===== src/rtl/htable_settings.svh =====
`ifndef HTABLE_SETTINGS_SVH
`define HTABLE_SETTINGS_SVH

// --------------------
// Entry fields
// --------------------
`define HTABLE_KEY_WIDTH   16
`define HTABLE_VALUE_WIDTH 16

// --------------------
// Table geometry
// --------------------
// 32 slots per bank
`define HTABLE_ADDR_WIDTH  5

// Displacements per insert before falling back to the stash
`define HTABLE_MAX_KICKS   8

`endif


===== src/rtl/htable_pkg.sv =====
`include "htable_settings.svh"
`default_nettype none

package htable_pkg;

    // --------------------
    // Basic fields
    // --------------------
    typedef logic [`HTABLE_KEY_WIDTH-1:0]   key_t;
    typedef logic [`HTABLE_VALUE_WIDTH-1:0] value_t;
    typedef logic [`HTABLE_ADDR_WIDTH-1:0]  hash_t;

    // One table slot
    typedef struct packed {
        logic   valid;
        key_t   key;
        value_t value;
    } tbl_entry_t;

    // Insert outcome reported with insert_done
    typedef enum logic [1:0] {
        INSERT_ADDED   = 2'd0,
        INSERT_UPDATED = 2'd1,
        INSERT_STASHED = 2'd2
    } insert_status_t;

endpackage : htable_pkg

`default_nettype wire


===== src/rtl/htable_bank_intf.sv =====
`default_nettype none

interface htable_bank_intf;
    import htable_pkg::*;

    // Read port, data returns one cycle after rd_en
    logic       rd_en;
    hash_t      rd_addr;
    tbl_entry_t rd_data;

    // Write port, takes effect at the clock edge
    logic       wr_en;
    hash_t      wr_addr;
    tbl_entry_t wr_data;

    modport requester (
        output rd_en, rd_addr,
        input  rd_data,
        output wr_en, wr_addr, wr_data
    );

    modport bank (
        input  rd_en, rd_addr,
        output rd_data,
        input  wr_en, wr_addr, wr_data
    );

endinterface : htable_bank_intf

`default_nettype wire


===== src/rtl/htable_bank.sv =====
`include "htable_settings.svh"
`default_nettype none

module htable_bank (
    input  logic                   clk,
    input  logic                   reset,
    input  htable_pkg::hash_t      lookup_addr,
    output htable_pkg::tbl_entry_t lookup_data,
    htable_bank_intf.bank          ctrl,
    output logic                   init_done
);
    import htable_pkg::*;

    localparam int DEPTH = 1 << `HTABLE_ADDR_WIDTH;

    tbl_entry_t mem [DEPTH];
    hash_t      init_addr;

    // --------------------
    // Init sweep
    // --------------------
    always_ff @(posedge clk) begin
        if (reset) begin
            init_addr <= '0;
            init_done <= 1'b0;
        end else if (!init_done) begin
            init_addr <= init_addr + hash_t'(1);
            if (init_addr == '1) begin
                init_done <= 1'b1;
            end
        end
    end

    // --------------------
    // Storage
    // --------------------
    // Sweep owns the write port until every slot is cleared
    always_ff @(posedge clk) begin
        if (!init_done && !reset) begin
            mem[init_addr] <= '0;
        end else if (ctrl.wr_en) begin
            mem[ctrl.wr_addr] <= ctrl.wr_data;
        end
    end

    // Both read ports return old data on a same-cycle write
    always_ff @(posedge clk) begin
        lookup_data <= mem[lookup_addr];
        if (ctrl.rd_en) begin
            ctrl.rd_data <= mem[ctrl.rd_addr];
        end
    end

    // Controller must wait for the sweep before touching the table
    assert property (@(posedge clk) disable iff (reset) ctrl.wr_en |-> init_done)
        else $error("htable_bank: control write during init sweep");

endmodule : htable_bank

`default_nettype wire


===== src/rtl/htable_cuckoo_core.sv =====
`default_nettype none

module htable_cuckoo_core (
    input  logic                       clk,
    input  logic                       reset,
    output logic                       init_done,
    // Lookup path
    input  logic                       lookup_req,
    input  htable_pkg::key_t           lookup_key,
    output logic                       lookup_ack,
    output logic                       lookup_hit,
    output htable_pkg::value_t         lookup_value,
    // Insert path
    input  logic                       insert_req,
    input  htable_pkg::key_t           insert_key,
    input  htable_pkg::value_t         insert_value,
    output logic                       insert_ready,
    output logic                       insert_done,
    output htable_pkg::insert_status_t insert_status
);
    import htable_pkg::*;

    hash_t      lookup_hash0;
    hash_t      lookup_hash1;
    hash_t      ctrl_hash0;
    hash_t      ctrl_hash1;
    key_t       ctrl_key;
    tbl_entry_t bank0_data;
    tbl_entry_t bank1_data;
    logic       bank0_init_done;
    logic       bank1_init_done;
    logic       stash_valid;
    key_t       stash_key;
    value_t     stash_value;

    htable_bank_intf bank0_if ();
    htable_bank_intf bank1_if ();

    // --------------------
    // Hash
    // --------------------
    htable_hash hash_inst (
        .clk          (clk),
        .lookup_key   (lookup_key),
        .ctrl_key     (ctrl_key),
        .lookup_hash0 (lookup_hash0),
        .lookup_hash1 (lookup_hash1),
        .ctrl_hash0   (ctrl_hash0),
        .ctrl_hash1   (ctrl_hash1)
    );

    // --------------------
    // Table banks
    // --------------------
    htable_bank bank0_inst (
        .clk         (clk),
        .reset       (reset),
        .lookup_addr (lookup_hash0),
        .lookup_data (bank0_data),
        .ctrl        (bank0_if),
        .init_done   (bank0_init_done)
    );

    htable_bank bank1_inst (
        .clk         (clk),
        .reset       (reset),
        .lookup_addr (lookup_hash1),
        .lookup_data (bank1_data),
        .ctrl        (bank1_if),
        .init_done   (bank1_init_done)
    );

    // --------------------
    // Consumers
    // --------------------
    htable_lookup lookup_inst (
        .clk          (clk),
        .reset        (reset),
        .lookup_req   (lookup_req),
        .lookup_key   (lookup_key),
        .init_done    (init_done),
        .bank0_data   (bank0_data),
        .bank1_data   (bank1_data),
        .stash_valid  (stash_valid),
        .stash_key    (stash_key),
        .stash_value  (stash_value),
        .lookup_ack   (lookup_ack),
        .lookup_hit   (lookup_hit),
        .lookup_value (lookup_value)
    );

    htable_cuckoo_ctrl ctrl_inst (
        .clk             (clk),
        .reset           (reset),
        .bank0_init_done (bank0_init_done),
        .bank1_init_done (bank1_init_done),
        .init_done       (init_done),
        .insert_req      (insert_req),
        .insert_key      (insert_key),
        .insert_value    (insert_value),
        .insert_ready    (insert_ready),
        .insert_done     (insert_done),
        .insert_status   (insert_status),
        .ctrl_key        (ctrl_key),
        .ctrl_hash0      (ctrl_hash0),
        .ctrl_hash1      (ctrl_hash1),
        .bank0           (bank0_if),
        .bank1           (bank1_if),
        .stash_valid     (stash_valid),
        .stash_key       (stash_key),
        .stash_value     (stash_value)
    );

endmodule : htable_cuckoo_core

`default_nettype wire


===== src/rtl/htable_cuckoo_ctrl.sv =====
`include "htable_settings.svh"
`default_nettype none

module htable_cuckoo_ctrl (
    input  logic                       clk,
    input  logic                       reset,
    input  logic                       bank0_init_done,
    input  logic                       bank1_init_done,
    output logic                       init_done,
    input  logic                       insert_req,
    input  htable_pkg::key_t           insert_key,
    input  htable_pkg::value_t         insert_value,
    output logic                       insert_ready,
    output logic                       insert_done,
    output htable_pkg::insert_status_t insert_status,
    output htable_pkg::key_t           ctrl_key,
    input  htable_pkg::hash_t          ctrl_hash0,
    input  htable_pkg::hash_t          ctrl_hash1,
    htable_bank_intf.requester         bank0,
    htable_bank_intf.requester         bank1,
    output logic                       stash_valid,
    output htable_pkg::key_t           stash_key,
    output htable_pkg::value_t         stash_value
);
    import htable_pkg::*;

    localparam int KICK_WIDTH = $clog2(`HTABLE_MAX_KICKS + 1);

    typedef enum logic [2:0] {
        ST_INIT,
        ST_READY,
        ST_HASH,
        ST_READ,
        ST_DECIDE,
        ST_DONE,
        ST_FULL
    } state_t;

    state_t                state;
    key_t                  carry_key;
    value_t                carry_value;
    tbl_entry_t            carry_entry;
    tbl_entry_t            entry0;
    tbl_entry_t            entry1;
    tbl_entry_t            victim;
    logic                  cur_tbl;
    logic                  first_step;
    logic [KICK_WIDTH-1:0] kick_cnt;
    logic                  match0;
    logic                  match1;
    logic                  stash_match;
    logic                  wr0_en;
    logic                  wr1_en;
    logic                  step_kick;
    logic                  step_stash;
    logic                  stash_update;
    insert_status_t        step_status;

    assign carry_entry = {1'b1, carry_key, carry_value};
    assign ctrl_key    = carry_key;
    assign entry0      = bank0.rd_data;
    assign entry1      = bank1.rd_data;
    assign victim      = cur_tbl ? entry1 : entry0;

    // --------------------
    // Bank access
    // --------------------
    // Hash of the carried key stays valid through READ and DECIDE
    assign bank0.rd_en   = (state == ST_READ);
    assign bank0.rd_addr = ctrl_hash0;
    assign bank0.wr_en   = wr0_en;
    assign bank0.wr_addr = ctrl_hash0;
    assign bank0.wr_data = carry_entry;

    assign bank1.rd_en   = (state == ST_READ);
    assign bank1.rd_addr = ctrl_hash1;
    assign bank1.wr_en   = wr1_en;
    assign bank1.wr_addr = ctrl_hash1;
    assign bank1.wr_data = carry_entry;

    // --------------------
    // Step decision
    // --------------------
    assign match0      = entry0.valid && (entry0.key == carry_key);
    assign match1      = entry1.valid && (entry1.key == carry_key);
    assign stash_match = stash_valid && (stash_key == carry_key);

    always_comb begin
        wr0_en       = 1'b0;
        wr1_en       = 1'b0;
        step_kick    = 1'b0;
        step_stash   = 1'b0;
        stash_update = 1'b0;
        step_status  = INSERT_ADDED;
        if (state == ST_DECIDE) begin
            if (first_step && stash_match) begin
                stash_update = 1'b1;
                step_status  = INSERT_UPDATED;
            end else if (match0) begin
                wr0_en      = 1'b1;
                step_status = INSERT_UPDATED;
            end else if (match1) begin
                wr1_en      = 1'b1;
                step_status = INSERT_UPDATED;
            end else if (!entry0.valid) begin
                wr0_en = 1'b1;
            end else if (!entry1.valid) begin
                wr1_en = 1'b1;
            end else if (kick_cnt == KICK_WIDTH'(`HTABLE_MAX_KICKS)) begin
                step_stash  = 1'b1;
                step_status = INSERT_STASHED;
            end else begin
                // Both slots taken, evict the occupant of the current table
                step_kick = 1'b1;
                wr0_en    = !cur_tbl;
                wr1_en    = cur_tbl;
            end
        end
    end

    // --------------------
    // FSM
    // --------------------
    always_ff @(posedge clk) begin
        if (reset) begin
            state        <= ST_INIT;
            init_done    <= 1'b0;
            insert_ready <= 1'b0;
            insert_done  <= 1'b0;
            stash_valid  <= 1'b0;
            cur_tbl      <= 1'b0;
            first_step   <= 1'b0;
            kick_cnt     <= '0;
        end else begin
            insert_done <= 1'b0;
            case (state)
                ST_INIT: begin
                    if (bank0_init_done && bank1_init_done) begin
                        init_done    <= 1'b1;
                        insert_ready <= 1'b1;
                        state        <= ST_READY;
                    end
                end
                ST_READY: begin
                    if (insert_req) begin
                        insert_ready <= 1'b0;
                        cur_tbl      <= 1'b0;
                        first_step   <= 1'b1;
                        kick_cnt     <= '0;
                        state        <= ST_HASH;
                    end
                end
                ST_HASH:   state <= ST_READ;
                ST_READ:   state <= ST_DECIDE;
                ST_DECIDE: begin
                    if (step_kick) begin
                        cur_tbl    <= !cur_tbl;
                        first_step <= 1'b0;
                        kick_cnt   <= kick_cnt + KICK_WIDTH'(1);
                        state      <= ST_HASH;
                    end else begin
                        insert_done <= 1'b1;
                        state       <= ST_DONE;
                    end
                    if (step_stash) begin
                        stash_valid <= 1'b1;
                    end
                end
                ST_DONE: begin
                    if (stash_valid) begin
                        state <= ST_FULL;
                    end else begin
                        insert_ready <= 1'b1;
                        state        <= ST_READY;
                    end
                end
                // Table is full, inserts stay refused until reset
                ST_FULL:   state <= ST_FULL;
                default:   state <= ST_INIT;
            endcase
        end
    end

    // Carried entry, status and stash contents
    always_ff @(posedge clk) begin
        if (state == ST_READY && insert_req) begin
            carry_key   <= insert_key;
            carry_value <= insert_value;
        end else if (step_kick) begin
            carry_key   <= victim.key;
            carry_value <= victim.value;
        end
        if (state == ST_DECIDE) begin
            insert_status <= step_status;
        end
        if (step_stash) begin
            stash_key   <= carry_key;
            stash_value <= carry_value;
        end else if (stash_update) begin
            stash_value <= carry_value;
        end
    end

    assert property (@(posedge clk) disable iff (reset) insert_req |-> insert_ready)
        else $error("htable_cuckoo_ctrl: insert_req while not ready");

endmodule : htable_cuckoo_ctrl

`default_nettype wire


===== src/rtl/htable_hash.sv =====
`default_nettype none

module htable_hash (
    input  logic              clk,
    input  htable_pkg::key_t  lookup_key,
    input  htable_pkg::key_t  ctrl_key,
    output htable_pkg::hash_t lookup_hash0,
    output htable_pkg::hash_t lookup_hash1,
    output htable_pkg::hash_t ctrl_hash0,
    output htable_pkg::hash_t ctrl_hash1
);
    import htable_pkg::*;

    // Table 0 index: fold the key halves, upper half rotated
    function automatic hash_t hash_fold(input key_t key);
        logic [7:0] folded;
        folded = key[7:0] ^ {key[12:8], key[15:13]};
        return folded[4:0] ^ {2'b00, folded[7:5]};
    endfunction

    // Table 1 index: top bits of a multiply by an odd constant
    function automatic hash_t hash_mult(input key_t key);
        key_t product;
        product = key * 16'h9e37;
        return product[$bits(key_t)-1 -: $bits(hash_t)];
    endfunction

    // Independent lookup and control channels
    always_ff @(posedge clk) begin
        lookup_hash0 <= hash_fold(lookup_key);
        lookup_hash1 <= hash_mult(lookup_key);
        ctrl_hash0   <= hash_fold(ctrl_key);
        ctrl_hash1   <= hash_mult(ctrl_key);
    end

endmodule : htable_hash

`default_nettype wire


===== src/rtl/htable_lookup.sv =====
`default_nettype none

module htable_lookup (
    input  logic                   clk,
    input  logic                   reset,
    input  logic                   lookup_req,
    input  htable_pkg::key_t       lookup_key,
    input  logic                   init_done,
    input  htable_pkg::tbl_entry_t bank0_data,
    input  htable_pkg::tbl_entry_t bank1_data,
    input  logic                   stash_valid,
    input  htable_pkg::key_t       stash_key,
    input  htable_pkg::value_t     stash_value,
    output logic                   lookup_ack,
    output logic                   lookup_hit,
    output htable_pkg::value_t     lookup_value
);
    import htable_pkg::*;

    logic   s1_valid;
    logic   s2_valid;
    key_t   s1_key;
    key_t   s2_key;
    logic   hit0;
    logic   hit1;
    logic   hit_stash;
    value_t hit_value;

    // Stage 1 lines up with the hash, stage 2 with the bank read
    always_ff @(posedge clk) begin
        if (reset) begin
            s1_valid   <= 1'b0;
            s2_valid   <= 1'b0;
            lookup_ack <= 1'b0;
            lookup_hit <= 1'b0;
        end else begin
            s1_valid   <= lookup_req && init_done;
            s2_valid   <= s1_valid;
            lookup_ack <= s2_valid;
            lookup_hit <= s2_valid && (hit0 || hit1 || hit_stash);
        end
    end

    always_ff @(posedge clk) begin
        s1_key       <= lookup_key;
        s2_key       <= s1_key;
        lookup_value <= hit_value;
    end

    // --------------------
    // Compare
    // --------------------
    assign hit0      = bank0_data.valid && (bank0_data.key == s2_key);
    assign hit1      = bank1_data.valid && (bank1_data.key == s2_key);
    assign hit_stash = stash_valid && (stash_key == s2_key);

    // Zero on a miss
    always_comb begin
        hit_value = '0;
        if (hit0) begin
            hit_value = bank0_data.value;
        end else if (hit1) begin
            hit_value = bank1_data.value;
        end else if (hit_stash) begin
            hit_value = stash_value;
        end
    end

    // A key lives in one place only
    assert property (@(posedge clk) disable iff (reset)
        s2_valid |-> $onehot0({hit0, hit1, hit_stash}))
        else $error("htable_lookup: key found in more than one place");

endmodule : htable_lookup

`default_nettype wire


===== config.mk =====
export PLATFORM = sky130hd
export DESIGN_NAME = htable_cuckoo_core
export DESIGN_NICKNAME = d
export VERILOG_FILES = /design/src/rtl/htable_pkg.sv /design/src/rtl/htable_bank_intf.sv /design/src/rtl/htable_bank.sv /design/src/rtl/htable_cuckoo_core.sv /design/src/rtl/htable_cuckoo_ctrl.sv /design/src/rtl/htable_hash.sv /design/src/rtl/htable_lookup.sv
export VERILOG_INCLUDE_DIRS = /design/src /design/src/rtl
export SDC_FILE = /design/constraint.sdc
export NUM_CORES = 2
export LEC_CHECK = 0
export BUFFER_PORTS_ARGS = -buffer_cell sky130_fd_sc_hd__buf_2
export CAP_MARGIN = 20
export CORE_MARGIN = 2
export CORE_UTILIZATION = 69
export CTS_CLUSTER_DIAMETER = 30
export DETAILED_ROUTE_END_ITERATION = 10
export HOLD_SLACK_MARGIN = 0.05
export PLACE_DENSITY = 0.89
export SLEW_MARGIN = 10
export SYNTH_ARGS = -nofsm -noshare
export SYNTH_HDL_FRONTEND = slang
export SYNTH_SLANG_ARGS = --single-unit

===== constraint.sdc =====
create_clock -name clk -period 10.75 [get_ports clk]
set_input_delay 0.5375 -clock clk [delete_from_list [all_inputs] [get_ports clk]]
set_output_delay 0.5375 -clock clk [all_outputs]
set_load 0.05 [all_outputs]

==> reports/metrics.yaml, run 1 <==
floorplanning:
  rows: 147
  dieHeight_um: 407
  initial_utilization: 0.697
  die_w_um: 407
  io_pins: 75
yosys:
  ys_seq_area_frac: 0.630
  synth_enable_flop_cells: 2244
  yosysWarnings: 0
  synth_area_um2: 112000
  synth_cell_type_count: 56
  synth_area_leaders: "edfxtp_1 (60%), mux4_2 (26%), dfxtp_1 (2.9%)"
  netlist_instances: 5385
  async_flop_share: 0
  synth_area_leader_cell: "edfxtp_1"
  synth_top_area_share: 0.601
  synth_common_cells: "edfxtp_1 (2244), mux4_2 (1320), clkbuf_1 (220)"
  yosysMostFrequentCell: "edfxtp_1"
  synth-seq-cells: 2407
  syn-num-nets: 5637
  syn_area_per_cell_um2: 20.8
  synth_ff_type: "edfxtp_1"
place:
  dp_worst_setup_slack_ns: 5.77
  io_buffers: 74
  routabilityCongestion: 0.913
  placed_area_um2: 116000
  place_hpwl_um: 182000
clock_tree:
  clock_path_buffers: 4
  cts_resized: 0
  cts-root-buf: "clkbuf_16"
  cts_sinks: 2407
  cts_setup_buffers: 0
  cts_hold_buf: 44
  cts_max_level: 5
  numCtsBuffers: 446
run_status:
  stop_stage: "clock tree synthesis"
  stop_error: "[ERROR DPL-0033] detailed placement checks failed during check placement."
  status: "aborted with a tool error"
==> metrics by stage <==
step | util | cells | hold WS [ns]
floorplan | - | 5385 | 0.310
global placement | 0.721 | 7388 | 0.315
detailed placement | 0.721 | 7389 | 0.316
==> logic make-up after synthesis <==
kind of cell / share of synthesized area
AO/OA/AOI/OAI: 0.0110
XOR/XNOR: 0.0128
multiplexers: 0.282
adder cells (fa/ha/maj): 0.0279
buffers and inverters: 0.0215
AND/OR/NAND/NOR: 0.0155
flip-flops: 0.630
==> run 2, diff against run 1 <==
--- a/config.mk
+++ b/config.mk
@@ -9,11 +9,9 @@
 export BUFFER_PORTS_ARGS = -buffer_cell sky130_fd_sc_hd__buf_2
 export CAP_MARGIN = 20
 export CORE_MARGIN = 2
-export CORE_UTILIZATION = 69
-export CTS_CLUSTER_DIAMETER = 30
+export CORE_UTILIZATION = 40
 export DETAILED_ROUTE_END_ITERATION = 10
-export HOLD_SLACK_MARGIN = 0.05
-export PLACE_DENSITY = 0.89
+export PLACE_DENSITY_LB_ADDON = 0.15
 export SLEW_MARGIN = 10
 export SYNTH_ARGS = -nofsm -noshare
 export SYNTH_HDL_FRONTEND = slang
==> reports/metrics.yaml, run 2 <==
clock_tree:
  cts_resized: 0  # unchanged
  numCtsBuffers: 275  # -38%
  cts_tree: "yes"
  clkTransAtPathRegs_ns: 0.06
  cts_sinks: 2407  # unchanged
  cts_hold_buf: 27  # -39%
  cts_max_level: 5  # unchanged
  cts_setup_buffers: 0  # unchanged
  insertion_delay_ns: 0.86
  cts-root-buf: "clkbuf_16"
  clock_path_buffers: 4  # unchanged
drt:
  via_per_inst: 6.20
  first_pass_iters: 6
  routed_wirelength_um: 344000
  final_antenna_net_count: 0
  drcViolationCount: 0
  drt_iter0_markers: 6773
  wire_per_inst_um: 36.1
  vias: 59100
yosys:
  synth_enable_flop_cells: 2244  # unchanged
  synth_top_area_share: 0.601  # unchanged
  synth_ff_type: "edfxtp_1"
  yosysWarnings: 0  # unchanged
  synth_area_leader_cell: "edfxtp_1"
  syn_area_per_cell_um2: 20.8  # unchanged
  synth_area_leaders: "edfxtp_1 (60%), mux4_2 (26%), dfxtp_1 (2.9%)"
  synth_cell_type_count: 56  # unchanged
  synth-seq-cells: 2407  # unchanged
  synth_common_cells: "edfxtp_1 (2244), mux4_2 (1320), clkbuf_1 (220)"
  yosysMostFrequentCell: "edfxtp_1"
  async_flop_share: 0  # unchanged
  ys_seq_area_frac: 0.630  # unchanged
  syn-num-nets: 5637  # unchanged
  netlist_instances: 5385  # unchanged
  synth_area_um2: 112000  # unchanged
critical_path:
  cp_max_fo: 44
  cp_common_cell: "buf_4"
  startpoint_type: "register"
  crit_chain: "xnor2_1 -> nand4_1 -> nor4_1 -> and3_1 -> a21oi_1 -> or4b_4 -> buf_4 -> inv_2 -> buf_4 -> and2_1"
  cpPeakStageDelay_ns: 0.87
  startpoint: "ctrl_inst.ctrl_key[5]"
  cp_top_family: "simple AND/OR/NAND/NOR gates"
  cp_data_arrival_time_ns: 5.67
  path_buf_inv: 3
  required_ns: 11.24
  worstSetupPathType: "reg2reg"
  slowest_stage: "and2_1"
  regToRegStartpoint: "ctrl_inst.ctrl_key[5]"
  worst_setup_path_end_kind: "register"
global_routing:
  grt_max_degree: 115
  grt_pass1_vias: 61000
  antenna_found_initial: 8
  grt_pass1_wl_um: 482000
  overflow: 0
  gr-usage-all-layers: 0.241
place:
  place_hpwl_um: 198000  # +8.8%
  dp_worst_setup_slack_ns: 5.56  # -0.210 ns
  io_buffers: 74  # unchanged
  routabilityCongestion: 0.835  # -8.5%
flow_run:
  max_cap_violations: 0
sta:
  hold_viol_final: 0
  max_freq_mhz: 193
  maxSlewHeadroom: 0.211
  fin_skew_ns: 0.0726
  drv_slew: 0
  period_share: 0.482
  worstMarginPinSlew_ns: 1.18
  holdWs_ns: 0.0515
  postLayoutSetupSlackWorst_ns: 5.57
  min_period_ns: 5.18
  finalSetupViolations: 0
  rsz0062_at_grt: "false"
  setup_tns_ns: 0
finish:
  layout_common_cells: "edfxtp_1 (2244), mux4_2 (1320), clkbuf_16 (288), inv_1 (210), buf_4 (171)"
  area_delta_synth_final_pct: 14.0
  drive_above_1_share: 0.384
  reg_top3: "bank0_inst.mem: 1056 flops, bank1_inst.mem: 1056 flops"
  n_fill_cell: 23300
  fin_nets: 5845
  final_common_cell: "edfxtp_1"
power_and_ir_drop:
  p_per_area_nw_per_um2: 183
  seqPwrFrac: 0.452
  vdd_ir_drop_max_uv: 177
  internal_power_uw: 17500
  p_leak_uw: 0.0391
  pwr-share-comb: 0.148
  p_sw_frac: 0.252
  power.share.clock: 0.400
  p_switching_uw: 5890
floorplanning:
  rows: 194  # +32%
  die_area_um2: 285000
  initial_utilization: 0.402  # -0.295
  die_w_um: 534  # +31%
  coreArea_um2: 279000
  dieHeight_um: 534  # +31%
  io_pins: 75  # unchanged
run_status:
  status: "finished clean"
min_path:
  hold_path.class: "in2reg"
  hold_start: "lookup_req"
-- run 2: cell families after synthesis --
logic type                 after synthesis  synth area share
adders and majority gates              200            0.0279
buffers and inverters                  591            0.0215
muxes                                 1491             0.282
AOI/OAI and AO/OA                      184            0.0110
xor gates and xnor gates               164            0.0128
DFF                                   2407             0.630
and+or+nand+nor                        348            0.0155
-- run 2: power groups by stage --
stage	Combinational [uW]	Clock (uW)	Sequential [uW]
3_3_place_gp	3510	0	10800
3_5_place_dp	3500	0	10800
2_1_floorplan	2660	0	10500
4_1_cts	3520	9500	10600
5_1_grt	3720	9850	10600
6_report	3460	9350	10600
-- run 2: metal layers --
metal,track usage,part of all wire,up-vias
met5,0,0,-
met4,0.0654,0.028,0
met3,0.0320,0.068,496
met2,0.372,0.47,2579
met1,0.361,0.44,32700
li1,-,-,23300
-- run 2: final cells by class --
cell class	count	area, um2	area share
flip-flops and latches	2407	70700	0.553
multi-input cells	2387	40300	0.315
clock buffers	393	7820	0.0612
well taps	3724	4660	0.0364
repair buffers	310	2550	0.0200
clock inverters	97	1030	0.00808
inverters	212	796	0.00622
diodes	1	2.50	0.0000196
-- run 2: worst paths after layout --
kind	to	slack, ns	depth (start not counted)
worst max-delay path	bank1_inst.mem[20][6]	5.57	10
worst min-delay path	lookup_inst.s1_valid	0.05	2
worst max register to register	bank1_inst.mem[20][6]	5.57	10
worst min register to register	lookup_inst.s2_key[9]	0.33	0
-- run 2: metrics by stage --
stage	area, um2	total power (uW)	util	std cells
after floorplan	112000	13200	-	5385
after detailed placement	118000	14300	0.424	8990
after global placement	118000	14300	0.424	8984
after CTS	127000	23600	0.457	9507
after global routing	128000	24200	0.458	9531
final	128000	23400	0.458	9531
(Power assumes the default switching activity.)
